<file path="config.mk">
export PLATFORM = sky130hd
export DESIGN_NAME = fruit_field
export DESIGN_NICKNAME = d
export VERILOG_FILES = /design/src/common/fruit_pkg.sv /design/src/common/slot_ctrl_if.sv /design/src/common/slot_status_if.sv /design/src/slot/fruit_slot.sv /design/src/fruit_field.sv /design/src/score_tally.sv /design/src/spawn_unit.sv
export SDC_FILE = /design/constraint.sdc
export NUM_CORES = 1
export LEC_CHECK = 0
export ABC_AREA = 0
export BUFFER_PORTS_ARGS = -buffer_cell sky130_fd_sc_hd__buf_2
export CORE_AREA = 2 2 226 228
export CTS_BUF_LIST = sky130_fd_sc_hd__clkbuf_4
export DETAILED_ROUTE_END_ITERATION = 7
export DIE_AREA = 0 0 228 230
export GPL_TIMING_DRIVEN = 0
export PLACE_DENSITY = 0.73
export SLEW_MARGIN = 20
export SYNTH_ARGS = -nofsm -noshare
export SYNTH_HDL_FRONTEND = slang
export SYNTH_SLANG_ARGS = --single-unit
</file>
<file path="constraint.sdc">
create_clock -name Clk -period 4 [get_ports Clk]
set_input_delay 0.6 -clock Clk [delete_from_list [all_inputs] [get_ports Clk]]
set_output_delay 0.6 -clock Clk [all_outputs]
set_load 0.005 [all_outputs]
</file>
<file path="src/common/fruit_pkg.sv">
package fruit_pkg;

    // slot pool
    localparam int NUM_SLOTS  = 4;
    localparam int SLOT_IDX_W = $clog2(NUM_SLOTS);

    // visible area in pixels
    localparam int SCREEN_W = 640;
    localparam int SCREEN_H = 480;

    // fruit box and launch geometry
    localparam int HALF_SIZE   = 31;                          // half edge of the square box
    localparam int LAUNCH_Y    = SCREEN_H + HALF_SIZE - 1;    // just below the bottom edge
    localparam int EDGE_MARGIN = 100;

    // physics, per frame
    localparam int GRAVITY    = 1;
    localparam int SPLIT_STEP = 2;

    // widths
    localparam int COORD_W = 12;
    localparam int CNT_W   = 16;

    typedef logic signed [COORD_W-1:0] coord_t;   // position or velocity
    typedef logic [1:0] kind_t;

    typedef enum logic [1:0] {
        SLOT_EMPTY  = 2'b00,
        SLOT_WHOLE  = 2'b01,
        SLOT_HALVES = 2'b10
    } slot_state_t;

endpackage

</file>
<file path="src/common/slot_ctrl_if.sv">
`timescale 1ns/1ps

interface slot_ctrl_if;
    import fruit_pkg::*;

    logic [NUM_SLOTS-1:0] launch_sel;   // one-hot pulse, values valid with it
    coord_t               launch_x;
    coord_t               launch_vx;
    coord_t               launch_vy;
    kind_t                launch_kind;

    modport launcher (
        output launch_sel,
        output launch_x,
        output launch_vx,
        output launch_vy,
        output launch_kind
    );

    modport slot (
        input launch_sel,
        input launch_x,
        input launch_vx,
        input launch_vy,
        input launch_kind
    );

endinterface

</file>
<file path="src/common/slot_status_if.sv">
`timescale 1ns/1ps

interface slot_status_if;
    import fruit_pkg::*;

    // each slot drives its own bit
    logic [NUM_SLOTS-1:0] busy;       // state not empty
    logic [NUM_SLOTS-1:0] cut_evt;    // whole fruit just split
    logic [NUM_SLOTS-1:0] miss_evt;   // whole fruit just left the screen

    modport reporter (
        output busy,
        output cut_evt,
        output miss_evt
    );

    modport picker (
        input busy
    );

    modport counter (
        input cut_evt,
        input miss_evt
    );

endinterface

</file>
<file path="src/slot/fruit_slot.sv">
`timescale 1ns/1ps

module fruit_slot #(
    parameter int slot_id = 0
) (
    input  logic                    Clk,
    input  logic                    rst_n,
    input  logic                    frame_tick,
    input  logic                    cut_req,
    input  fruit_pkg::coord_t       cursor_x,
    input  fruit_pkg::coord_t       cursor_y,
    slot_ctrl_if.slot               ctrl,
    slot_status_if.reporter         status,
    output fruit_pkg::slot_state_t  state,
    output fruit_pkg::coord_t       pos_x,
    output fruit_pkg::coord_t       pos_y,
    output fruit_pkg::kind_t        kind
);
    import fruit_pkg::*;

    coord_t                  vel_x;
    coord_t                  vel_y;
    coord_t                  spread;   // distance of each half from the pair centre
    logic signed [COORD_W:0] dx;
    logic signed [COORD_W:0] dy;
    logic                    launch;
    logic                    hit;
    logic                    below;
    logic                    off_side;
    logic                    pair_off_side;
    logic                    leave;
    logic                    cut_evt_q;
    logic                    miss_evt_q;

    assign launch = ctrl.launch_sel[slot_id];

    // cursor offset from the box centre
    assign dx = cursor_x - pos_x;
    assign dy = cursor_y - pos_y;

    assign hit = cut_req && (state == SLOT_WHOLE)
                 && (dx >= -HALF_SIZE) && (dx <= HALF_SIZE)
                 && (dy >= -HALF_SIZE) && (dy <= HALF_SIZE);

    assign below    = (vel_y > 0) && (pos_y > SCREEN_H + HALF_SIZE);
    assign off_side = (pos_x < -HALF_SIZE) || (pos_x > SCREEN_W + HALF_SIZE);

    // both halves past the same side, judged by the inner one
    assign pair_off_side = ((pos_x + spread) < -HALF_SIZE)
                           || ((pos_x - spread) > SCREEN_W + HALF_SIZE);

    always_comb
    begin
        unique case (state)
            SLOT_WHOLE:  leave = below || off_side;
            SLOT_HALVES: leave = below || pair_off_side;
            default:     leave = 1'b0;
        endcase
    end

    always_ff @(posedge Clk or negedge rst_n)
    begin
        if (!rst_n)
        begin
            state      <= SLOT_EMPTY;
            cut_evt_q  <= 1'b0;
            miss_evt_q <= 1'b0;
            pos_x      <= '0;
            pos_y      <= '0;
            vel_x      <= '0;
            vel_y      <= '0;
            kind       <= '0;
            spread     <= '0;
        end
        else
        begin
            cut_evt_q  <= 1'b0;
            miss_evt_q <= 1'b0;
            if (launch)
            begin
                state  <= SLOT_WHOLE;
                pos_x  <= ctrl.launch_x;
                pos_y  <= coord_t'(LAUNCH_Y);
                vel_x  <= ctrl.launch_vx;
                vel_y  <= ctrl.launch_vy;
                kind   <= ctrl.launch_kind;
                spread <= '0;
            end
            else if (hit)
            begin
                state     <= SLOT_HALVES;   // velocity kept, no motion this frame
                spread    <= '0;
                cut_evt_q <= 1'b1;
            end
            else if (frame_tick && (state != SLOT_EMPTY))
            begin
                if (leave)
                begin
                    state      <= SLOT_EMPTY;
                    miss_evt_q <= (state == SLOT_WHOLE);   // halves leave silently
                end
                else
                begin
                    pos_x <= pos_x + vel_x;
                    pos_y <= pos_y + vel_y;
                    vel_y <= vel_y + coord_t'(GRAVITY);
                    if (state == SLOT_HALVES)
                    begin
                        spread <= spread + coord_t'(SPLIT_STEP);
                    end
                end
            end
        end
    end

    assign status.busy[slot_id]     = (state != SLOT_EMPTY);
    assign status.cut_evt[slot_id]  = cut_evt_q;
    assign status.miss_evt[slot_id] = miss_evt_q;

    // halves only become a whole fruit again through a new launch
    a_halves_no_revive: assert property (@(posedge Clk) disable iff (!rst_n)
        (state == SLOT_HALVES) && !launch |=> (state != SLOT_WHOLE))
        else $error("slot %0d went from halves to whole without launch", slot_id);

    a_evt_exclusive: assert property (@(posedge Clk) disable iff (!rst_n)
        !(cut_evt_q && miss_evt_q))
        else $error("slot %0d raised cut and miss together", slot_id);

endmodule

</file>
<file path="src/fruit_field.sv">
`timescale 1ns/1ps

module fruit_field (
    input  logic                         Clk,
    input  logic                         rst_n,
    input  logic                         frame_tick,
    input  logic                         spawn_req,
    input  logic [15:0]                  random_word,
    input  logic                         cut_req,
    input  fruit_pkg::coord_t            cursor_x,
    input  fruit_pkg::coord_t            cursor_y,
    input  logic                         score_clear,
    output fruit_pkg::slot_state_t       slot_state [fruit_pkg::NUM_SLOTS],
    output fruit_pkg::coord_t            slot_x [fruit_pkg::NUM_SLOTS],
    output fruit_pkg::coord_t            slot_y [fruit_pkg::NUM_SLOTS],
    output fruit_pkg::kind_t             slot_kind [fruit_pkg::NUM_SLOTS],
    output logic                         launch_ok,
    output logic [fruit_pkg::CNT_W-1:0]  total_cut,
    output logic [fruit_pkg::CNT_W-1:0]  total_miss
);
    import fruit_pkg::*;

    slot_ctrl_if   ctrl_bus ();
    slot_status_if status_bus ();

    spawn_unit u_spawn (
        .Clk         (Clk),
        .rst_n       (rst_n),
        .spawn_req   (spawn_req),
        .random_word (random_word),
        .ctrl        (ctrl_bus.launcher),
        .status      (status_bus.picker),
        .launch_ok   (launch_ok)
    );

    for (genvar i = 0; i < NUM_SLOTS; i++)
    begin : g_slot
        fruit_slot #(
            .slot_id (i)
        ) u_slot (
            .Clk        (Clk),
            .rst_n      (rst_n),
            .frame_tick (frame_tick),
            .cut_req    (cut_req),
            .cursor_x   (cursor_x),
            .cursor_y   (cursor_y),
            .ctrl       (ctrl_bus.slot),
            .status     (status_bus.reporter),
            .state      (slot_state[i]),
            .pos_x      (slot_x[i]),
            .pos_y      (slot_y[i]),
            .kind       (slot_kind[i])
        );
    end

    score_tally u_tally (
        .Clk         (Clk),
        .rst_n       (rst_n),
        .score_clear (score_clear),
        .status      (status_bus.counter),
        .total_cut   (total_cut),
        .total_miss  (total_miss)
    );

endmodule

</file>
<file path="src/score_tally.sv">
`timescale 1ns/1ps

module score_tally (
    input  logic                         Clk,
    input  logic                         rst_n,
    input  logic                         score_clear,
    slot_status_if.counter               status,
    output logic [fruit_pkg::CNT_W-1:0]  total_cut,
    output logic [fruit_pkg::CNT_W-1:0]  total_miss
);
    import fruit_pkg::*;

    function automatic logic [SLOT_IDX_W:0] popcount(input logic [NUM_SLOTS-1:0] evt);
        logic [SLOT_IDX_W:0] cnt;
        cnt = '0;
        for (int i = 0; i < NUM_SLOTS; i++)
        begin
            cnt = cnt + evt[i];
        end
        return cnt;
    endfunction

    // sticks at all ones instead of wrapping
    function automatic logic [CNT_W-1:0] sat_add(input logic [CNT_W-1:0] total,
                                                 input logic [SLOT_IDX_W:0] inc);
        logic [CNT_W:0] sum;
        sum = {1'b0, total} + inc;
        return sum[CNT_W] ? '1 : sum[CNT_W-1:0];
    endfunction

    logic [SLOT_IDX_W:0] cut_cnt;
    logic [SLOT_IDX_W:0] miss_cnt;

    assign cut_cnt  = popcount(status.cut_evt);
    assign miss_cnt = popcount(status.miss_evt);

    always_ff @(posedge Clk or negedge rst_n)
    begin
        if (!rst_n)
        begin
            total_cut  <= '0;
            total_miss <= '0;
        end
        else if (score_clear)
        begin
            total_cut  <= '0;   // events of this cycle are dropped
            total_miss <= '0;
        end
        else
        begin
            total_cut  <= sat_add(total_cut, cut_cnt);
            total_miss <= sat_add(total_miss, miss_cnt);
        end
    end

    a_totals_monotonic: assert property (@(posedge Clk) disable iff (!rst_n)
        !score_clear |=> (total_cut >= $past(total_cut)) && (total_miss >= $past(total_miss)))
        else $error("a total decreased without score_clear");

endmodule

</file>
<file path="src/spawn_unit.sv">
`timescale 1ns/1ps

module spawn_unit (
    input  logic          Clk,
    input  logic          rst_n,
    input  logic          spawn_req,
    input  logic [15:0]   random_word,
    slot_ctrl_if.launcher ctrl,
    slot_status_if.picker status,
    output logic          launch_ok
);
    import fruit_pkg::*;

    logic [NUM_SLOTS-1:0] free_mask;
    logic [NUM_SLOTS-1:0] pick;
    coord_t               offs_x;
    coord_t               speed_x;
    coord_t               x_val;
    coord_t               vx_val;
    coord_t               vy_val;

    assign launch_ok = ~&status.busy;

    // a slot launched last cycle is not busy yet, keep it out of the pick
    assign free_mask = ~status.busy & ~ctrl.launch_sel;
    assign pick      = free_mask & (~free_mask + 1'b1);   // lowest set bit only

    // launch values from the random word
    assign offs_x  = coord_t'(random_word[10:4]);
    assign speed_x = coord_t'(random_word[12:11]) + coord_t'(1);

    always_comb
    begin
        if (random_word[3])
        begin
            x_val  = coord_t'(EDGE_MARGIN) + offs_x;   // left zone, flies right
            vx_val = speed_x;
        end
        else
        begin
            x_val  = coord_t'(SCREEN_W - EDGE_MARGIN) - offs_x;
            vx_val = -speed_x;
        end
    end

    assign vy_val = coord_t'(random_word[14:13]) - coord_t'(11);   // -11 .. -8, upward

    always_ff @(posedge Clk or negedge rst_n)
    begin
        if (!rst_n)
        begin
            ctrl.launch_sel <= '0;
        end
        else
        begin
            ctrl.launch_sel <= spawn_req ? pick : '0;   // dropped when nothing is free
        end
    end

    always_ff @(posedge Clk)
    begin
        if (spawn_req)
        begin
            ctrl.launch_x    <= x_val;
            ctrl.launch_vx   <= vx_val;
            ctrl.launch_vy   <= vy_val;
            ctrl.launch_kind <= random_word[2:1];
        end
    end

    // the pulse never targets a slot that is already holding a fruit
    a_launch_onehot_free: assert property (@(posedge Clk) disable iff (!rst_n)
        $onehot0(ctrl.launch_sel) && ((ctrl.launch_sel & status.busy) == '0))
        else $error("launch_sel not one-hot or points at a busy slot");

endmodule

</file>
; ---- Word level (Yosys, flattened, before mapping)
; Cells that the tools add are included.
[totals]
regBits = 338
latch_bits = 0
ram_bits = 0
mem_bits_ro = 0
in_bits = 46
output_inout_bits = 145
word_cells = 351
n_memories = 0
[classes]
add_sub_neg = 46
mul = 0
n_div = 0
n_lt_le_gt_ge = 40
eq_ne = 20
shift = 0
muxes = 119
bitwise = 5
n_reduce_logical = 78
[op_table]
columns = cell, n
row1 = $mux 12, 70
row2 = $sub 12x12->13, 12
row3 = $gt 32x11->1 const B, 4
row4 = $lt 32x6->1 const B, 4
row5 = $ge 13x6->1 const B, 8
row6 = $le 13x6->1 const B, 8
row7 = $add 12x12->12, 8
row8 = $mux 16, 4
row9 = $add 12x12->13, 4
row10 = $add 12x2->12 const B, 4
row11 = $add 12x3->12 const B, 4
row12 = $gt 12x1->1 const B, 4
row13 = $gt 12x10->1 const B, 4
row14 = $gt 12x11->1 const B, 4
row15 = $lt 12x6->1 const B, 4
row16 = $reduce_bool 3->1, 12
row17 = $add 16x3->17, 2
row18 = $mux 2, 16
row19 = $logic_and 1x1->1, 28
row20 = $mux 1, 24
row21 = $reduce_and 3->1, 8
row22 = $logic_or 1x1->1, 16
row23 = $ne 2x2->1 const B, 8
row24 = $reduce_bool 2->1, 8
row25 = 18 further kinds, 40

; ---- Longest topological paths before layout
; Gate-level depths: netlist of the first run.
[logic_depth]
word_depth = 9
mapped_depth = 16
mapped_depth_nobuf = 14

; ---- Worst setup path after synthesis of the first run
; No wires, ideal clock.
[synth_path]
path_type = input to register
startpoint = input port cursor_y[0]
endpoint = register g_slot[3].u_slot.pos_x[11]
setup_ns = 0.128
arrival_time_ns = 3.776
t_required_ns = 3.872
setup_slack_ns = 0.097
cell_stages = 15
n_path_buf = 1
path_cell_list = inv_1 -> ha_1 -> inv_1 -> fa_1 -> a211oi_1 -> o21bai_1 -> a21oi_1 -> xor2_1 -> or4_1 -> or3_1 -> o32ai_1 -> o21a_1 -> buf_4 -> nor3_1 -> mux2_1
[synth_between]
elab_chain_len = 6
word_cells_on_any_way = 7
classes_between = add/sub (1) / order compare (2) / eq/ne (1) / reduce/logical (3)
[synth_lines]
columns = element, line_no
row1 = "start, declared", fruit_field.sv:11  ; input fruit_pkg::coord_t cursor_y,
row2 = $sub 12x12->13 *, fruit_slot.sv:39  ; assign dy = cursor_y - pos_y;
row3 = $ge 13x6->1, fruit_slot.sv:43  ; && (dy >= -HALF_SIZE) && (dy <= HALF_SIZE);
row4 = $logic_and 1x1->1, fruit_slot.sv:43
row5 = $logic_and 1x1->1 *, fruit_slot.sv:43
row6 = $ne 2x2->1 (no line) *, -
row7 = $reduce_and 3->1 (no line) *, -
row8 = "end signal, assigned", fruit_slot.sv:82  ; pos_x <= ctrl.launch_x;
row9 = "end signal, assigned", fruit_slot.sv:104  ; pos_x <= pos_x + vel_x;
row10 = "end, declared", fruit_slot.sv:15  ; output fruit_pkg::coord_t pos_x,
; Mark *: on every way between the ends. The rest lies on a longest branch, timed or not.
; A chain may end at the register's enable or synchronous reset.

; ---- Worst setup path in the final report of the first run
[layout_path]
startpoint = register g_slot[3].u_slot.pos_x[1]
endpoint = register g_slot[3].u_slot.vel_y[9]
[layout_between]
elab_chain_len = 8
word_cells_on_any_way = 21
classes_between = add/sub (3) / order compare (6) / eq/ne (2) / mux (1) / reduce/logical (9)
[layout_lines]
columns = element, line_no
row1 = branches (longest 7 deep; another with $lt 32x6->1), -
row2 = $reduce_and 3->1 (no line) *, -
row3 = "end signal, assigned", fruit_slot.sv:85  ; vel_y <= ctrl.launch_vy;
row4 = "end signal, assigned", fruit_slot.sv:106  ; vel_y <= vel_y + coord_t'(GRAVITY);
row5 = "end, declared", fruit_slot.sv:22  ; coord_t vel_y;
; Mark *: on every way between the ends.

==> results of run 1 <==
-- routing by layer --
layer / vias up / wire length (um) / track usage
met1: 13100 / 37800 / 0.423
met5: - / 0 / 0
li1: 12500 / - / -
met4: 0 / 4760 / 0.184
met3: 271 / 6560 / 0.0589
met2: 1158 / 42700 / 0.566
-- report_power, final --
part           leakage [nW]  total, mW  internal (mW)  switching (mW)
sequential             3.50       5.50           3.89            1.61
clock                 0.654       3.01           1.58            1.43
combinational          9.58       16.8           7.17            9.61
total                  13.7       25.3           12.6            12.6
-- cell type report --
cell class / count / area [um^2] / area share
Multi-Input combinational cell: 2522 / 18700 / 0.605
Sequential cell: 289 / 7370 / 0.238
Timing Repair Buffer: 224 / 1290 / 0.0417
Inverter: 283 / 1070 / 0.0347
Clock buffer: 127 / 953 / 0.0308
Tap cell: 672 / 841 / 0.0272
Buffer: 106 / 554 / 0.0179
Clock inverter: 22 / 155 / 0.00501
Antenna cell: 1 / 2.50 / 0.0000808
-- per-stage QoR --
| stage | power (mW) | cell area, um^2 | setup TNS (ns) | std cells | worst slack, ns |
|---|---|---|---|---|---|
| finish | 25.3 | 31000 | 0 | 4246 | 0.0477 |
| CTS | 24.6 | 30600 | 0 | 4241 | 0.000128 |
| detailed placement | 21.1 | 29000 | -144.29 | 4068 | -1.02 |
| floorplan | 16.7 | 27200 | 0 | 3206 | 0.0966 |
| global placement | 20.5 | 29000 | -876.12 | 4066 | -2.82 |
| global route | 27.2 | 31000 | -0.142 | 4246 | -0.0337 |
-- cells in the final DEF, fill, tap and decap left out, types with 15 or more instances in the layout --
master    count
mux2i_1      33
a211oi_1     26
a31o_2       18
xor2_1       64
nand2_1     158
edfxtp_1     21
inv_1       275
o211ai_1     46
nor2_1      208
o21ai_0     189
buf_4        36
clkbuf_4    131
mux2_2       32
clkinv_1     15
dfrtp_1     243
nor3_1       69
nor2b_1      56
or2_2        22
nand3_1     121
ha_1        306
o31ai_1      41
o31a_1       18
o21a_1       43
nor4_1       46
clkbuf_1     52
a21oi_1     206
nand4_1      44
a31oi_1      56
or3_1        44
xnor2_1     127
or4_1        39
nand2b_1     48
dfrtp_2      25
fa_1         20
buf_2       204
and2_1       21
and3_1       41
a21o_1       46
-- registers in the layout, indices dropped and copies added, names as in the netlist --
signal and cells:
u_spawn.ctrl.launch_kind 2, g_slot.u_slot.cut_evt_q 4, u_tally.total_cut 16, g_slot.u_slot.spread 44
g_slot.u_slot.vel_y 48, u_spawn.ctrl.launch_x 10, u_spawn.ctrl.launch_sel 4, g_slot.u_slot.vel_x 20
u_spawn.ctrl.launch_vx 5, g_slot.u_slot.pos_x 48, u_tally.total_miss 16, g_slot.u_slot.kind 8
g_slot.u_slot.state 8, u_spawn.ctrl.launch_vy 4, g_slot.u_slot.miss_evt_q 4, g_slot.u_slot.pos_y 48
-- how the worst min path moves through the flow --
stage	start	end	slack, ns	cells after the start
final	random_word[10]	u_spawn.ctrl.launch_x[7]	0.10	3
after global routing	random_word[10]	u_spawn.ctrl.launch_x[6]	0.09	2
after CTS	random_word[10]	u_spawn.ctrl.launch_x[7]	0.06	3
after detailed placement	g_slot[0].u_slot.kind[0]	g_slot[0].u_slot.kind[0]	0.49	1
after global placement	g_slot[0].u_slot.kind[1]	g_slot[0].u_slot.kind[1]	0.49	1
after floorplan	rst_n	g_slot[0].u_slot.cut_evt_q	0.30	0
-- repair_timing --
| item | CTS | global route |
|---|---|---|
| buffers inserted | 17 | 10 |
| gates resized for setup | 70 | 108 |
| hold buffers | 7 | 0 |
| setup endpoints to repair | 194 | 192 |
| hold endpoints to repair | 89 | 0 |
| pin swaps | 7 | 18 |
-- worst max-delay path: stages (launching register included) --
cell        delay [ns]
dfrtp_2           0.39
clkinvlp_4        0.17
fa_1              0.49
nor2b_2           0.21
o31ai_4           0.10
a22oi_2           0.30
mux2i_1           0.12
a211oi_1          0.24
a21oi_1           0.14
o41a_1            0.52
nand2b_1          0.24
buf_2             0.24
clkbuf_4          0.23
o31ai_1           0.23
nand3_1           0.10
-- logic make-up after synthesis --
| group | share of synthesized area |
|---|---|
| flip-flops | 0.270 |
| multiplexers | 0.0258 |
| other | 0.000138 |
| adder cells (fa/ha/maj) | 0.161 |
| AND/OR/NAND/NOR | 0.199 |
| AO/OA/AOI/OAI | 0.225 |
| XOR/XNOR | 0.0616 |
| buffers and inverters | 0.0575 |
==> reports/summary.txt, run 1 <==
reg-to-reg slack, setup: 0.05 ns
Root Driver: clkbuf_4
Worst setup SP type: flop
kind of critical path: reg2reg
Final Cycle Share: 0.988
most instantiated library cell after synthesis: ha_1
nets: 3894
Remaining DRCs: 0
initial antenna violation count: 1
R2R Path End: g_slot[3].u_slot.vel_y[9]
DIE HEIGHT: 230 um
FMAX: 0.253 GHz
FFs w/ async S/R, synth: 0.927
global placer's final weighted congestion: 0.953
Rel. slew slack: 0.358
Reg clk slew, reported paths: 0.07 ns
Post-synth EDFFs: 21
PwrDens: 817 nW/um^2
initial DRC count: 2376
Ys Warns: 0
Yosys top cell area share: 0.247
RR Startpoint: g_slot[3].u_slot.pos_x[1]
Slew Viols, Final: 0
Ports: 191
Final Util: 0.621
status: finished clean
Tot GR Track Use: 0.341
Final Hold Viols: 0
Routed Antenna Nets: 0
leak pwr: 13.7 nW
WHS: 0.101 ns
die area: 52400 um^2
Final setup viols: 0
number of fill cells: 4461
top_reg_cell synth: dfrtp_1
CP required: 4.68 ns
Syn Inst Count: 3203
Synth area leaders: dfrtp_1 (25%), ha_1 (14%), xnor2_1 (4.1%), a21oi_1 (3.9%), inv_1 (3.9%)
IO buf count: 188
slew at the pin with the worst max-slew slack: 0.962 ns
Initial Util: 0.545
most common library cells after synthesis: ha_1 (311), inv_1 (280), dfrtp_1 (268)
crit path DAT: 4.63 ns
first drt pass iteration count: 6
worst-path fanout max: 10
clock skew: 0.0920 ns
number of clock sinks: 289
Die X: 228 um
Setup crit end: g_slot[3].u_slot.vel_y[9]
DRT Wirelength: 91800 um
FF-to-FF path depth: 14
TritonCTS buffer count: 87
total gr overflow: 0
CTS H-tree depth: 3
#FFs+latches synth: 289
Period minus WS final: 3.95 ns
layout cells sized above 1: 0.168
MaxCap Viol Count: 0
post-synthesis cell type count: 102
first-pass GRT wire length: 143000 um
post-synthesis sequential area ratio: 0.270
vias in the first global route: 26.3k
Max VDD drop: 0.451 mV
largest net degree at the start of global routing: 99
Worst Hold Class: in2reg
vias: 27.1k
leading area contributor after synthesis: dfrtp_1
Area Overhead vs Synth: 14.0%
worst skew pair latency: 0.90 ns
synthesized area: 27200 um^2
vias per inst: 6.37
endpoint type of the worst setup path: flop
detailed placement HPWL: 68900 um
# rows: 82
core area: 49900 um^2
CTS tree: done
drt wl/cell: 21.6 um
Critical Path Source: g_slot[3].u_slot.pos_x[1]
worst-case clock buffer depth: 3
Mean Syn Cell Area: 8.48 um^2
Note: power is estimated with default switching activity, not from simulation.
==> run 2, diff against run 1 <==
==> constraint.sdc (replaced) <==
create_clock -name Clk -period 4.93 [get_ports Clk]
set_input_delay 0.7395 -clock Clk [delete_from_list [all_inputs] [get_ports Clk]]
set_output_delay 0.7395 -clock Clk [all_outputs]
set_load 0.005 [all_outputs]
==> run 2 against run 1 <==
  * Count of clock-buffer cells in the layout did not move
  * Fmax down 18%
  * First-iteration DRC count fell by 12%
  * Cell area fell by 2.6%
  * Via count fell by 1.1%
  * Final cell count decreased by 0.64%
  * Critical path depth did not move
  * Highest routed layer unchanged
==> reports/summary.txt, run 2 (synthesized netlist as in run 1, its figures left out) <==
FF-to-FF path depth: 14
DIE HEIGHT: 230 um
Worst setup SP type: flop
Ports: 191
Pint: 9.95 mW
# rows: 82
placed insts: 4068
crit path DAT: 5.48 ns
leak pwr: 13.5 nW
reg-to-reg slack, setup: 0.11 ns
Die X: 228 um
vias: 26.8k
commonest non-fill, non-tap cell in the layout: ha_1
highest-count cells in the layout ignoring fill and taps: ha_1 (311), inv_1 (280), dfrtp_1 (268), buf_2 (211)
CP top delay family: compound AO/OA/AOI/OAI gates
Routed Antenna Nets: 0
CP bufs+invs: 2
Slowest-stage cell, CP: o32ai_1
kind of critical path: reg2reg
vias in the first global route: 26.1k
Sequential Power Share: 0.225
drt wl/cell: 21.4 um
FMAX: 0.207 GHz
Post-CTS Setup Bufs: 0
Slew Viols, Final: 0
vias per inst: 6.34
Clock power frac: 0.122
worst-path fanout max: 10
IO buf count: 188
clock skew: 0.0858 ns
Worst Hold Class: in2reg
PwrDens: 660 nW/um^2
CTS H-tree depth: 3
Reg clk slew, reported paths: 0.07 ns
MaxCap Viol Count: 0
Worst path max stage delay: 0.62 ns
Root Driver: clkbuf_4
RSZ-0062 raised after global routing: false
Final Hold Viols: 0
detailed placement HPWL: 68900 um
initial antenna violation count: 1
global placer's final weighted congestion: 0.953
number of clock sinks: 289
Initial Util: 0.545
Max VDD drop: 0.382 mV
die area: 52400 um^2
CP required: 5.58 ns
Tot GR Track Use: 0.338
Final Util: 0.605
RR Startpoint: g_slot[3].u_slot.pos_y[0]
Final Cycle Share: 0.978
Remaining DRCs: 0
Finished Layout Cells: 4219
CTS tree: done
worst skew pair latency: 0.89 ns
crit-path cells: ha_1, inv_1, fa_1, a211oi_1, o21bai_1, a21oi_1, xor2_1, or4_1, or3_1, o32ai_1, o21ai_1, clkbuf_1, nand3_1, o211ai_1
layout cells sized above 1: 0.131
HP Start: random_word[1]
Total Power: 19.9 mW
largest net degree at the start of global routing: 99
worst-case clock buffer depth: 3
status: finished clean
Period minus WS final: 4.82 ns
first-pass GRT wire length: 141000 um
Area Overhead vs Synth: 11.0%
slew at the pin with the worst max-slew slack: 0.928 ns
TritonCTS buffer count: 87
Combinational Power Share: 0.653
Sw Pwr: 9.94 mW
Hold Crit Endpoint: u_spawn.ctrl.launch_kind[0]
Final setup viols: 0
total gr overflow: 0
Largest regs: g_slot.u_slot.pos_x x48, g_slot.u_slot.pos_y x48, g_slot.u_slot.vel_y x48
net switching fraction of the power: 0.500
Rel. slew slack: 0.382
initial DRC count: 2084
core area: 49900 um^2
endpoint type of the worst setup path: flop
nets: 3867
hold depth: 1
R2R Path End: g_slot[3].u_slot.pos_y[7]
first drt pass iteration count: 8
DRT Wirelength: 90300 um
-- run 2: routing by layer --
| metal | global-route usage | share of wire | routed length (um) | up-vias |
|---|---|---|---|---|
| met5 | 0 | 0 | 0 | - |
| met4 | 0.182 | 0.051 | 4600 | 0 |
| met3 | 0.0593 | 0.077 | 6950 | 259 |
| met2 | 0.559 | 0.46 | 41700 | 1190 |
| met1 | 0.421 | 0.41 | 37000 | 12900 |
| li1 | - | - | - | 12400 |
-- run 2: final cells by class --
cell class / instances / area, um^2
Clock buffer: 127 / 953
Inverter: 283 / 1060
Antenna cell: 1 / 2.50
Fill cell: 4548 / 19700
Clock inverter: 22 / 155
Tap cell: 672 / 841
Buffer: 112 / 500
Sequential cell: 289 / 7340
Timing Repair Buffer: 191 / 1020
Multi-Input combinational cell: 2522 / 18300
-- run 2: stage by stage --
| step | hold slack (ns) | setup slack [ns] | cell area [um^2] | setup TNS (ns) |
|---|---|---|---|---|
| floorplan | 0.444 | 0.887 | 27200 | 0 |
| global placement | 0.488 | -2.03 | 29000 | -538.78 |
| detailed placement | 0.494 | -0.228 | 29000 | -8.67 |
| CTS | 0.0184 | 0.204 | 30100 | 0 |
| global route | 0.0405 | 0.0596 | 30200 | 0 |
| finish | 0.0609 | 0.107 | 30200 | 0 |
-- run 2: power by group through the flow --
stage | logic, mW | registers (mW) | clock network [mW]
3_5_place_dp | 12.7 | 4.46 | 0
6_report | 13.0 | 4.47 | 2.43
5_1_grt | 14.4 | 4.54 | 2.60
4_1_cts | 12.8 | 4.42 | 2.47
3_3_place_gp | 12.2 | 4.42 | 0
2_1_floorplan | 9.59 | 3.93 | 0
-- run 2: how the worst max path moves through the flow --
stage / startpoint / end / slack [ns] / cells after the start
floorplan: cursor_y[0] / g_slot[3].u_slot.pos_x[11] / 0.89 / 15
global placement: rst_n / g_slot[0].u_slot.spread[1] / -2.03 / 1
detailed placement: cursor_y[0] / g_slot[2].u_slot.pos_x[10] / -0.23 / 17
CTS: g_slot[3].u_slot.pos_y[0] / g_slot[3].u_slot.pos_y[8] / 0.20 / 14
global route: g_slot[3].u_slot.pos_y[0] / g_slot[3].u_slot.pos_y[7] / 0.06 / 14
finish: g_slot[3].u_slot.pos_y[0] / g_slot[3].u_slot.pos_y[7] / 0.11 / 14
-- run 2: what timing repair did --
item / CTS / global route
endpoints found under the hold margin: 82 / 0
resized for setup: 0 / 6
endpoints found under the setup margin: 0 / 12
hold buffers: 1 / 0
